### config.mk
export PLATFORM = sky130hd
export DESIGN_NAME = caches_top
export DESIGN_NICKNAME = d
export VERILOG_FILES = /design/src/hdl/cache_pkg.sv /design/src/hdl/caches_top.sv /design/src/hdl/memory_arbiter.sv /design/src/hdl/l1_cache.sv
export VERILOG_INCLUDE_DIRS = /design/src /design/src/hdl
export SDC_FILE = /design/constraint.sdc
export NUM_CORES = 2
export LEC_CHECK = 0
export BUFFER_PORTS_ARGS = -buffer_cell sky130_fd_sc_hd__buf_4
export CAP_MARGIN = 20
export CELL_PAD_IN_SITES_DETAIL_PLACEMENT = 1
export CELL_PAD_IN_SITES_GLOBAL_PLACEMENT = 2
export CORE_MARGIN = 10
export CORE_UTILIZATION = 50
export DETAILED_ROUTE_END_ITERATION = 12
export PLACE_DENSITY = 0.92
export SYNTH_ARGS = -nofsm -noshare
export SYNTH_HDL_FRONTEND = slang
export SYNTH_SLANG_ARGS = --single-unit
### constraint.sdc
create_clock -name CLK -period 18 [get_ports CLK]
set_clock_uncertainty 0.2 [all_clocks]
set_input_delay 1.8 -clock CLK [delete_from_list [all_inputs] [get_ports CLK]]
set_output_delay 1.8 -clock CLK [all_outputs]
set_load 0.01 [all_outputs]
### src/hdl/cache_defines.svh
// shared width, size and latency macros, included by the cache RTL and the testbench
`ifndef CACHE_DEFINES_SVH
`define CACHE_DEFINES_SVH

// word and address width of every bus link
`define DATA_W 32

// default line count of one L1
// power of two only, the index is a plain slice of the word address
`define L1_LINES 16

// start of the memory-mapped I/O window
// everything from here up goes straight to memory
`define NONCACHE_START_ADDR 32'h8000_0000

// busy cycles per access in the testbench memory model
// the RTL never waits on a fixed count, it follows busy
`define MEM_LATENCY 3

`endif
### src/hdl/cache_pkg.sv
// bus request and response types, referenced by scoped name from every cache module
`include "cache_defines.svh"
`default_nettype none

package cache_pkg;

  // one request on a cpu, cache or memory link
  // ren or wen stays up, with addr and wdata stable, until busy drops
  typedef struct packed {
    logic [`DATA_W-1:0] addr;   // byte address, low two bits ignored
    logic [`DATA_W-1:0] wdata;  // store data, only meaningful with wen
    logic               ren;    // read strobe
    logic               wen;    // write strobe
  } bus_req_t;  // 66 bits

  // the answer coming back up the same link
  // rdata counts only in the cycle where a request sees busy low
  typedef struct packed {
    logic [`DATA_W-1:0] rdata;  // load data
    logic               busy;   // request pending, hold it
  } bus_rsp_t;  // 33 bits

endpackage

`default_nettype wire

### src/hdl/caches_top.sv
// cache front end top, instruction and data L1s sharing one memory port through the arbiter
`include "cache_defines.svh"
`default_nettype none

module caches_top (
  input  wire logic                CLK,
  input  wire logic                i_rst,
  input  wire logic                i_iclear,       // icache invalidate pulse
  input  wire logic                i_dclear,       // dcache invalidate pulse
  output logic                     o_iclear_done,
  output logic                     o_dclear_done,
  input  wire cache_pkg::bus_req_t i_icpu_req,     // instruction fetch port
  output cache_pkg::bus_rsp_t      o_icpu_rsp,
  input  wire cache_pkg::bus_req_t i_dcpu_req,     // load/store port
  output cache_pkg::bus_rsp_t      o_dcpu_rsp,
  output cache_pkg::bus_req_t      o_mem_req,      // to the memory bus
  input  wire cache_pkg::bus_rsp_t i_mem_rsp
);

  localparam int ICACHE_LINES = `L1_LINES;
  localparam int DCACHE_LINES = 8;  // smaller data side

  // cache miss links into the arbiter
  cache_pkg::bus_req_t icache_mem_req;
  cache_pkg::bus_req_t dcache_mem_req;
  cache_pkg::bus_rsp_t icache_mem_rsp;
  cache_pkg::bus_rsp_t dcache_mem_rsp;

  l1_cache #(
    .LINES(ICACHE_LINES)
  ) u_icache (
    .CLK          (CLK),
    .i_rst        (i_rst),
    .i_clear      (i_iclear),
    .o_clear_done (o_iclear_done),
    .i_cpu_req    (i_icpu_req),
    .o_cpu_rsp    (o_icpu_rsp),
    .o_mem_req    (icache_mem_req),
    .i_mem_rsp    (icache_mem_rsp)
  );

  l1_cache #(
    .LINES(DCACHE_LINES)
  ) u_dcache (
    .CLK          (CLK),
    .i_rst        (i_rst),
    .i_clear      (i_dclear),
    .o_clear_done (o_dclear_done),
    .i_cpu_req    (i_dcpu_req),
    .o_cpu_rsp    (o_dcpu_rsp),
    .o_mem_req    (dcache_mem_req),
    .i_mem_rsp    (dcache_mem_rsp)
  );

  memory_arbiter u_mem_arb (
    .CLK          (CLK),
    .i_rst        (i_rst),
    .i_icache_req (icache_mem_req),
    .i_dcache_req (dcache_mem_req),
    .o_icache_rsp (icache_mem_rsp),
    .o_dcache_rsp (dcache_mem_rsp),
    .o_mem_req    (o_mem_req),
    .i_mem_rsp    (i_mem_rsp)
  );

endmodule

`default_nettype wire

### src/hdl/memory_arbiter.sv
// fixed-priority arbiter putting the icache and dcache miss traffic on one memory bus
`default_nettype none

module memory_arbiter (
  input  wire logic                CLK,
  input  wire logic                i_rst,
  input  wire cache_pkg::bus_req_t i_icache_req,
  input  wire cache_pkg::bus_req_t i_dcache_req,
  output cache_pkg::bus_rsp_t      o_icache_rsp,
  output cache_pkg::bus_rsp_t      o_dcache_rsp,
  output cache_pkg::bus_req_t      o_mem_req,
  input  wire cache_pkg::bus_rsp_t i_mem_rsp
);

  typedef enum logic [1:0] {
    ARB_IDLE,    // bus free, pick this cycle
    ARB_ICACHE,  // instruction side owns the bus
    ARB_DCACHE   // data side owns the bus
  } owner_t;

  owner_t owner_q;  // registered grant
  owner_t owner;    // grant in effect this cycle

  logic ireq;
  logic dreq;
  logic mem_req_on;
  logic xfer_done;

  assign ireq = i_icache_req.ren | i_icache_req.wen;
  assign dreq = i_dcache_req.ren | i_dcache_req.wen;

  // new grant only on an idle bus, data before instructions
  always_comb begin
    owner = owner_q;
    if (owner_q == ARB_IDLE) begin
      if (dreq) begin
        owner = ARB_DCACHE;
      end else if (ireq) begin
        owner = ARB_ICACHE;
      end
    end
  end

  // owner's request passes straight through, no added cycle
  always_comb begin
    case (owner)
      ARB_DCACHE: o_mem_req = i_dcache_req;
      ARB_ICACHE: o_mem_req = i_icache_req;
      default:    o_mem_req = '0;
    endcase
  end

  assign mem_req_on = o_mem_req.ren | o_mem_req.wen;
  assign xfer_done  = mem_req_on & ~i_mem_rsp.busy;

  // grant kept across the transfer, released on its last cycle
  always_ff @(posedge CLK) begin
    if (i_rst) begin
      owner_q <= ARB_IDLE;
    end else if (xfer_done || !mem_req_on) begin
      owner_q <= ARB_IDLE;
    end else begin
      owner_q <= owner;
    end
  end

  // owner follows memory busy, the loser just sees its own request as busy
  always_comb begin
    o_icache_rsp.rdata = i_mem_rsp.rdata;  // only sampled by the owner
    o_dcache_rsp.rdata = i_mem_rsp.rdata;
    o_icache_rsp.busy  = ireq;             // back-pressure while waiting
    o_dcache_rsp.busy  = dreq;
    if (owner == ARB_ICACHE) begin
      o_icache_rsp.busy = i_mem_rsp.busy;
    end
    if (owner == ARB_DCACHE) begin
      o_dcache_rsp.busy = i_mem_rsp.busy;
    end
  end

endmodule

`default_nettype wire

### src/hdl/l1_cache.sv
// direct-mapped write-through L1 with MMIO bypass and line clear, one per cpu port
`include "cache_defines.svh"
`default_nettype none

module l1_cache #(
  parameter int LINES = `L1_LINES  // power of two
) (
  input  wire logic                CLK,
  input  wire logic                i_rst,
  input  wire logic                i_clear,       // one cycle pulse
  output logic                     o_clear_done,  // one cycle pulse
  input  wire cache_pkg::bus_req_t i_cpu_req,
  output cache_pkg::bus_rsp_t      o_cpu_rsp,
  output cache_pkg::bus_req_t      o_mem_req,
  input  wire cache_pkg::bus_rsp_t i_mem_rsp
);

  localparam int IDX_W = $clog2(LINES);
  localparam int TAG_W = `DATA_W - IDX_W - 2;  // above index and byte offset

  typedef enum logic [2:0] {
    ST_IDLE,    // waiting for a request or a clear
    ST_LOOKUP,  // tag compare on the held request
    ST_MEM,     // request forwarded to memory
    ST_RESP,    // memory done, answer the cpu
    ST_CLEAR    // invalidating one line per cycle
  } state_t;

  state_t state_q, state_n;

  // line storage
  logic [TAG_W-1:0]   tag_arr  [LINES];
  logic [`DATA_W-1:0] data_arr [LINES];
  logic [LINES-1:0]   valid_q;          // the only part under reset

  logic [IDX_W-1:0]   clr_idx;          // walks all lines during a clear
  logic               clear_pend;       // clear seen while an access was running
  logic [`DATA_W-1:0] rdata_q;          // memory read data, replayed in ST_RESP

  logic [IDX_W-1:0]   idx;
  logic [TAG_W-1:0]   tag;
  logic               req_on;
  logic               rd_op;
  logic               wr_op;
  logic               cacheable;
  logic               hit;
  logic               rd_hit;
  logic               start_clear;
  logic               mem_done;
  logic               fill;
  logic               wr_update;
  logic               last_line;

  // address split, word aligned
  assign idx = i_cpu_req.addr[IDX_W+1:2];
  assign tag = i_cpu_req.addr[`DATA_W-1:IDX_W+2];

  assign req_on    = i_cpu_req.ren | i_cpu_req.wen;
  assign wr_op     = i_cpu_req.wen;
  assign rd_op     = i_cpu_req.ren & ~i_cpu_req.wen;  // write wins if both
  assign cacheable = (i_cpu_req.addr < `NONCACHE_START_ADDR);  // MMIO window bypass

  // array and request are both stable from lookup to resp, so hit holds too
  assign hit    = valid_q[idx] & (tag_arr[idx] == tag);
  assign rd_hit = rd_op & cacheable & hit;

  assign start_clear = i_clear | clear_pend;
  assign last_line   = (clr_idx == IDX_W'(LINES - 1));

  // memory side finishes when its busy falls with our request up
  assign mem_done  = (state_q == ST_MEM) & ~i_mem_rsp.busy;
  assign fill      = mem_done & rd_op & cacheable;         // read miss allocates
  assign wr_update = mem_done & wr_op & cacheable & hit;   // no write allocate

  assign o_clear_done = (state_q == ST_CLEAR) & last_line;

  always_comb begin
    state_n = state_q;
    case (state_q)
      ST_IDLE: begin
        if (start_clear) begin
          state_n = ST_CLEAR;  // clear first, request keeps waiting
        end else if (req_on) begin
          state_n = ST_LOOKUP;
        end
      end
      ST_LOOKUP: begin
        if (!req_on || rd_hit) begin
          state_n = ST_IDLE;   // hit answered this cycle
        end else begin
          state_n = ST_MEM;    // miss, write or MMIO
        end
      end
      ST_MEM: begin
        if (mem_done) begin
          state_n = ST_RESP;
        end
      end
      ST_RESP: begin
        state_n = ST_IDLE;
      end
      ST_CLEAR: begin
        if (last_line) begin
          state_n = ST_IDLE;
        end
      end
      default: begin
        state_n = ST_IDLE;
      end
    endcase
  end

  always_ff @(posedge CLK) begin
    if (i_rst) begin
      state_q    <= ST_IDLE;
      clr_idx    <= '0;
      clear_pend <= 1'b0;
    end else begin
      state_q <= state_n;
      if (state_q == ST_CLEAR) begin
        clr_idx <= clr_idx + 1'b1;  // wraps back to 0 after the last line
      end
      if (state_q == ST_IDLE) begin
        clear_pend <= 1'b0;         // idle always takes a pending clear
      end else if (i_clear) begin
        clear_pend <= 1'b1;
      end
    end
  end

  // valid bits, cleared one index at a time
  always_ff @(posedge CLK) begin
    if (i_rst) begin
      valid_q <= '0;
    end else if (state_q == ST_CLEAR) begin
      valid_q[clr_idx] <= 1'b0;
    end else if (fill) begin
      valid_q[idx] <= 1'b1;
    end
  end

  // tag and data storage
  always_ff @(posedge CLK) begin
    if (fill) begin
      data_arr[idx] <= i_mem_rsp.rdata;
      tag_arr[idx]  <= tag;
    end else if (wr_update) begin
      data_arr[idx] <= i_cpu_req.wdata;  // keep the hit line coherent
    end
  end

  always_ff @(posedge CLK) begin
    if (mem_done) begin
      rdata_q <= i_mem_rsp.rdata;
    end
  end

  // cpu response
  always_comb begin
    o_cpu_rsp.rdata = data_arr[idx];  // hit data in lookup
    o_cpu_rsp.busy  = req_on;         // idle and clear hold the cpu off
    case (state_q)
      ST_LOOKUP: begin
        o_cpu_rsp.busy = req_on & ~rd_hit;
      end
      ST_MEM: begin
        o_cpu_rsp.busy = 1'b1;
      end
      ST_RESP: begin
        o_cpu_rsp.rdata = rdata_q;
        o_cpu_rsp.busy  = 1'b0;         // completing cycle
      end
      default: begin
        o_cpu_rsp.busy = req_on;
      end
    endcase
  end

  // memory request, the held cpu request with strobes only in ST_MEM
  always_comb begin
    o_mem_req = i_cpu_req;
    if (state_q != ST_MEM) begin
      o_mem_req.ren = 1'b0;
      o_mem_req.wen = 1'b0;
    end
  end

endmodule

`default_nettype wire

==> flow_summary_export.csv <==
group,metric,value,unit
power_and_ir_drop,power_density,105,nW/um2
route,route.detailed.vias_per_inst,6.67,
logic_synthesis,ys_ff_latch,1505,
logic_synthesis,synthArstFlopShare,0,
cts,cts-buffers-inserted,148,
route,dr_wl_met2,91600,um
timing,total_count_of_max_transition_violations_in_the_final_report,0,
critical_path,slowest_stage,"buf_4",
placement,port_buffers,302,
logic_synthesis,yosysUniqueCellTypes,75,
cts,cts_buffer_depth,3,
cts,tritoncts,"built",
worst_hold_path,hp-class,"register to register",
logic_synthesis,number_of_warnings_reported_in_the_yosys_synthesis_log,0,
critical_path,critPathMaxStageDelay,0.91,ns
global_routing,global_route.overflow_total,0,
route,route.layer.met1.wl,69400,um
finish,final_layout_size_suffix_gt1_frac,0.288,
floorplanning,initial_core_util,0.505,
route,detail_route.first_pass.iterations,6,
floorplanning,floorplan.rows,127,
global_routing,first_global_vias,37000,
critical_path,worst_path_most_repeated_cell,"buf_4",
logic_synthesis,netlist_area,60800,um2
placement,dpl_worst_slack,9.21,ns
timing,timing.final.ws_setup,9.13,ns
placement,dp_hpwl,111000,um
global_routing,grt_antenna_before_repair,22,
finish,final_net_count,3731,
logic_synthesis,synth_enable_flop_cells,1464,
cts,cts_max_level,4,
timing,final_hold_viol_count,0,
critical_path,critPathArrivalTime,6.87,ns
critical_path,timing.critical_path.buf_inv,5,
floorplanning,fp.coreArea,120000,um2
status,status,"completed",
floorplanning,floorplan.die_area,136000,um2
logic_synthesis,avgSynthCellArea,18.9,um2
timing,achievable-frequency,113,MHz
timing,final_period_minus_worst_setup_slack,8.87,ns
cts,post_cts.repair.setup_buffers,0,
critical_path,timing.critical_path.from_type,"input port",
global_routing,gr-usage-all-layers,0.273,
placement,numPlacedInstances,5013,
logic_synthesis,postSynth.topFlopCell,"edfxtp_1",
route,top_signal_layer_used,"met5",
route,wirelength_per_cell,35.7,um
global_routing,grt_start_max_net_pins,81,
floorplanning,io_pins,303,
logic_synthesis,synth_sequential_area_ratio,0.737,
route,drcViolationCount,0,
job,max_cap_viol_count,0,
cts,clock_latency,0.80,ns
cts,clkSlewWorstSetupHoldPaths,0.07,ns
critical_path,crit_path_end_kind,"output pin",
power_and_ir_drop,worst_ir_drop_vdd,0.0949,mV
timing,final_min_period_over_clock_period,0.493,
logic_synthesis,synthesis.instances,3221,
route,drt_iter0_markers,5030,
finish,layout_common_cells,"1464 x edfxtp_1, 369 x buf_4, 271 x mux4_2",
route,wl,189000,um
timing,finalSetupTns,0,ns
critical_path,timing.critical_path.cells,"buf_8 > buf_4 > buf_4 > mux2_2 > o22ai_1 > nor3_1 > a2111o_1 > a211oi_1 > o2111ai_1 > nor4_1 > buf_2 > a21oi_1 > buf_4",
critical_path,timing.setup.critical_path_class,"input port to output pin",
cts,ctsHoldBuffers,0,
floorplanning,die_extent_in_y,369,um
route,routed-wl-met3,19700,um
global_routing,grt_first_pass_wirelength,270000,um
finish,layout.cells.most_common,"edfxtp_1",
cts,clock_tree.root_cell,"clkbuf_16",
critical_path,critical-path-top-delay-family,"buffers and inverters",
timing,max-slew-margin-rel,0.222,
route,routed-via-count,35300,
logic_synthesis,mappedNetlistNets,3398,
placement,gpl.final_weighted_congestion,0.833,
critical_path,path_max_fanout,75,
timing,grt_setup_unrepaired,"false",
timing,tightest_slew,1.17,ns
cts,post_cts.resized_instances,0,
finish,area_added_between_synthesis_and_finish,14.9,%
power_and_ir_drop,leakage,22.6,nW
cts,clkSinkCount,1505,
route,antenna_violating_nets_post_route,0,
finish,fin_cells,5287,
critical_path,required,16.00,ns
floorplanning,fp.dieW,369,um
timing,setup_viol,0,
per-layer routing:
layer,vias up,global-route usage
met3,436,0.0668
met4,22,0.118
met5,-,0
li1,13800,-
met1,18500,0.355
met2,2440,0.438
layout make-up:
type,instances,area (um2)
diodes,7,17.5
clock buffers,187,3870
clock inverters,77,713
fillers,10500,50500
inverters,36,138
multi-input cells,1485,15300
flip-flops and latches,1505,44800
well taps,1612,2020
repair buffers,378,2920
registers in the layout, indices dropped and copies added, names as in the netlist:
register             cells
u_dcache.state_q         3
u_icache.rdata_q        32
u_dcache.clr_idx         3
u_icache.clear_pend      1
u_dcache.clear_pend      1
u_icache.valid_q        16
u_dcache.data_arr      256
u_dcache.tag_arr       216
u_mem_arb.owner_q        2
u_icache.clr_idx         4
u_dcache.valid_q         8
u_dcache.rdata_q        32
u_icache.data_arr      512
u_icache.state_q         3
u_icache.tag_arr       416
stage by stage:
step	hold WS [ns]	cell area, um2	power [W]	util
global placement	0.258	65100	0.00437	0.541
floorplan	0.245	60800	0.00417	-
global route	0.295	69800	0.00751	0.580
detailed placement	0.272	65100	0.00439	0.541
finish	0.299	69800	0.00733	0.580
CTS	0.281	69700	0.00734	0.579
path summary, 6_finish.rpt:
| path | startpoint | to | slack [ns] | cells past startpoint |
|---|---|---|---|---|
| max reg2reg | u_dcache.state_q[1]$_SDFFE_PP0P_ | u_icache.data_arr[12][12]$_DFFE_PP_ | 11.62 | 13 |
| min | u_dcache.valid_q[2]$_SDFFE_PP0P_ | u_dcache.valid_q[2]$_SDFFE_PP0P_ | 0.30 | 2 |
| max | i_icpu_req[36] | o_icpu_rsp[0] | 9.13 | 13 |
| min reg2reg | u_dcache.valid_q[2]$_SDFFE_PP0P_ | u_dcache.valid_q[2]$_SDFFE_PP0P_ | 0.30 | 2 |
worst register-to-register path, cell delays in order (launching register included):
cell       delay (ns)
dfxtp_1          0.52
nor2b_1          0.34
nor2b_1          0.39
o21ai_0          0.20
a31oi_1          0.41
inv_1            0.16
ha_4             0.23
mux2i_1          0.31
and2_2           0.21
buf_4            0.63
nand3b_1         0.16
or4_4            0.72
a2111oi_4        0.97
buf_4            0.55
logic make-up after synthesis:
family	share of synthesized area
compound gates	0.0496
xor+xnor	0.00663
fa+ha+maj	0.00165
flops	0.737
buf+inv	0.0175
mux	0.154
simple gates	0.0334
power breakdown:
part | switching (W) | internal [W] | total (W) | leakage [nW]
clock network | 0.00135 | 0.00165 | 0.00300 | 2.22
logic | 0.000302 | 0.000176 | 0.000478 | 6.88
registers | 0.00000729 | 0.00384 | 0.00385 | 13.5
total | 0.00166 | 0.00567 | 0.00733 | 22.6
synth_stat cells (5+ instances only):
library cell,count,area share
mux4_2,271,0.10
buf_4,8,0.00099
inv_1,35,0.0022
a31oi_1,20,0.0021
mux2_2,137,0.025
o211ai_1,12,0.0015
nor2_1,168,0.010
nor4_1,16,0.0016
a22o_1,18,0.0026
a21oi_1,74,0.0061
a221oi_1,45,0.0065
edfxtp_1,1464,0.72
a211oi_1,19,0.0023
mux2i_1,157,0.026
nand2b_1,14,0.0014
a311oi_1,7,0.0010
o22ai_1,19,0.0020
mux2_4,8,0.0020
or3_1,5,0.00051
a22oi_1,111,0.014
nor3b_1,8,0.00099
o2111ai_1,5,0.00072
nand2_1,109,0.0067
buf_2,27,0.0022
o21ai_0,34,0.0028
and2_1,9,0.00093
nand4_1,5,0.00051
buf_6,9,0.0017
ha_1,8,0.0016
nor2b_1,13,0.0013
nand3_1,24,0.0020
nor3_1,31,0.0026
o31ai_1,5,0.00062
and3_1,12,0.0012
dfxtp_1,41,0.014
buf_1,48,0.0030
or2_2,6,0.00062
xnor2_1,21,0.0030
xor2_1,25,0.0036
clkbuf_1,98,0.0061
Note: power is estimated with default switching activity, not from simulation.
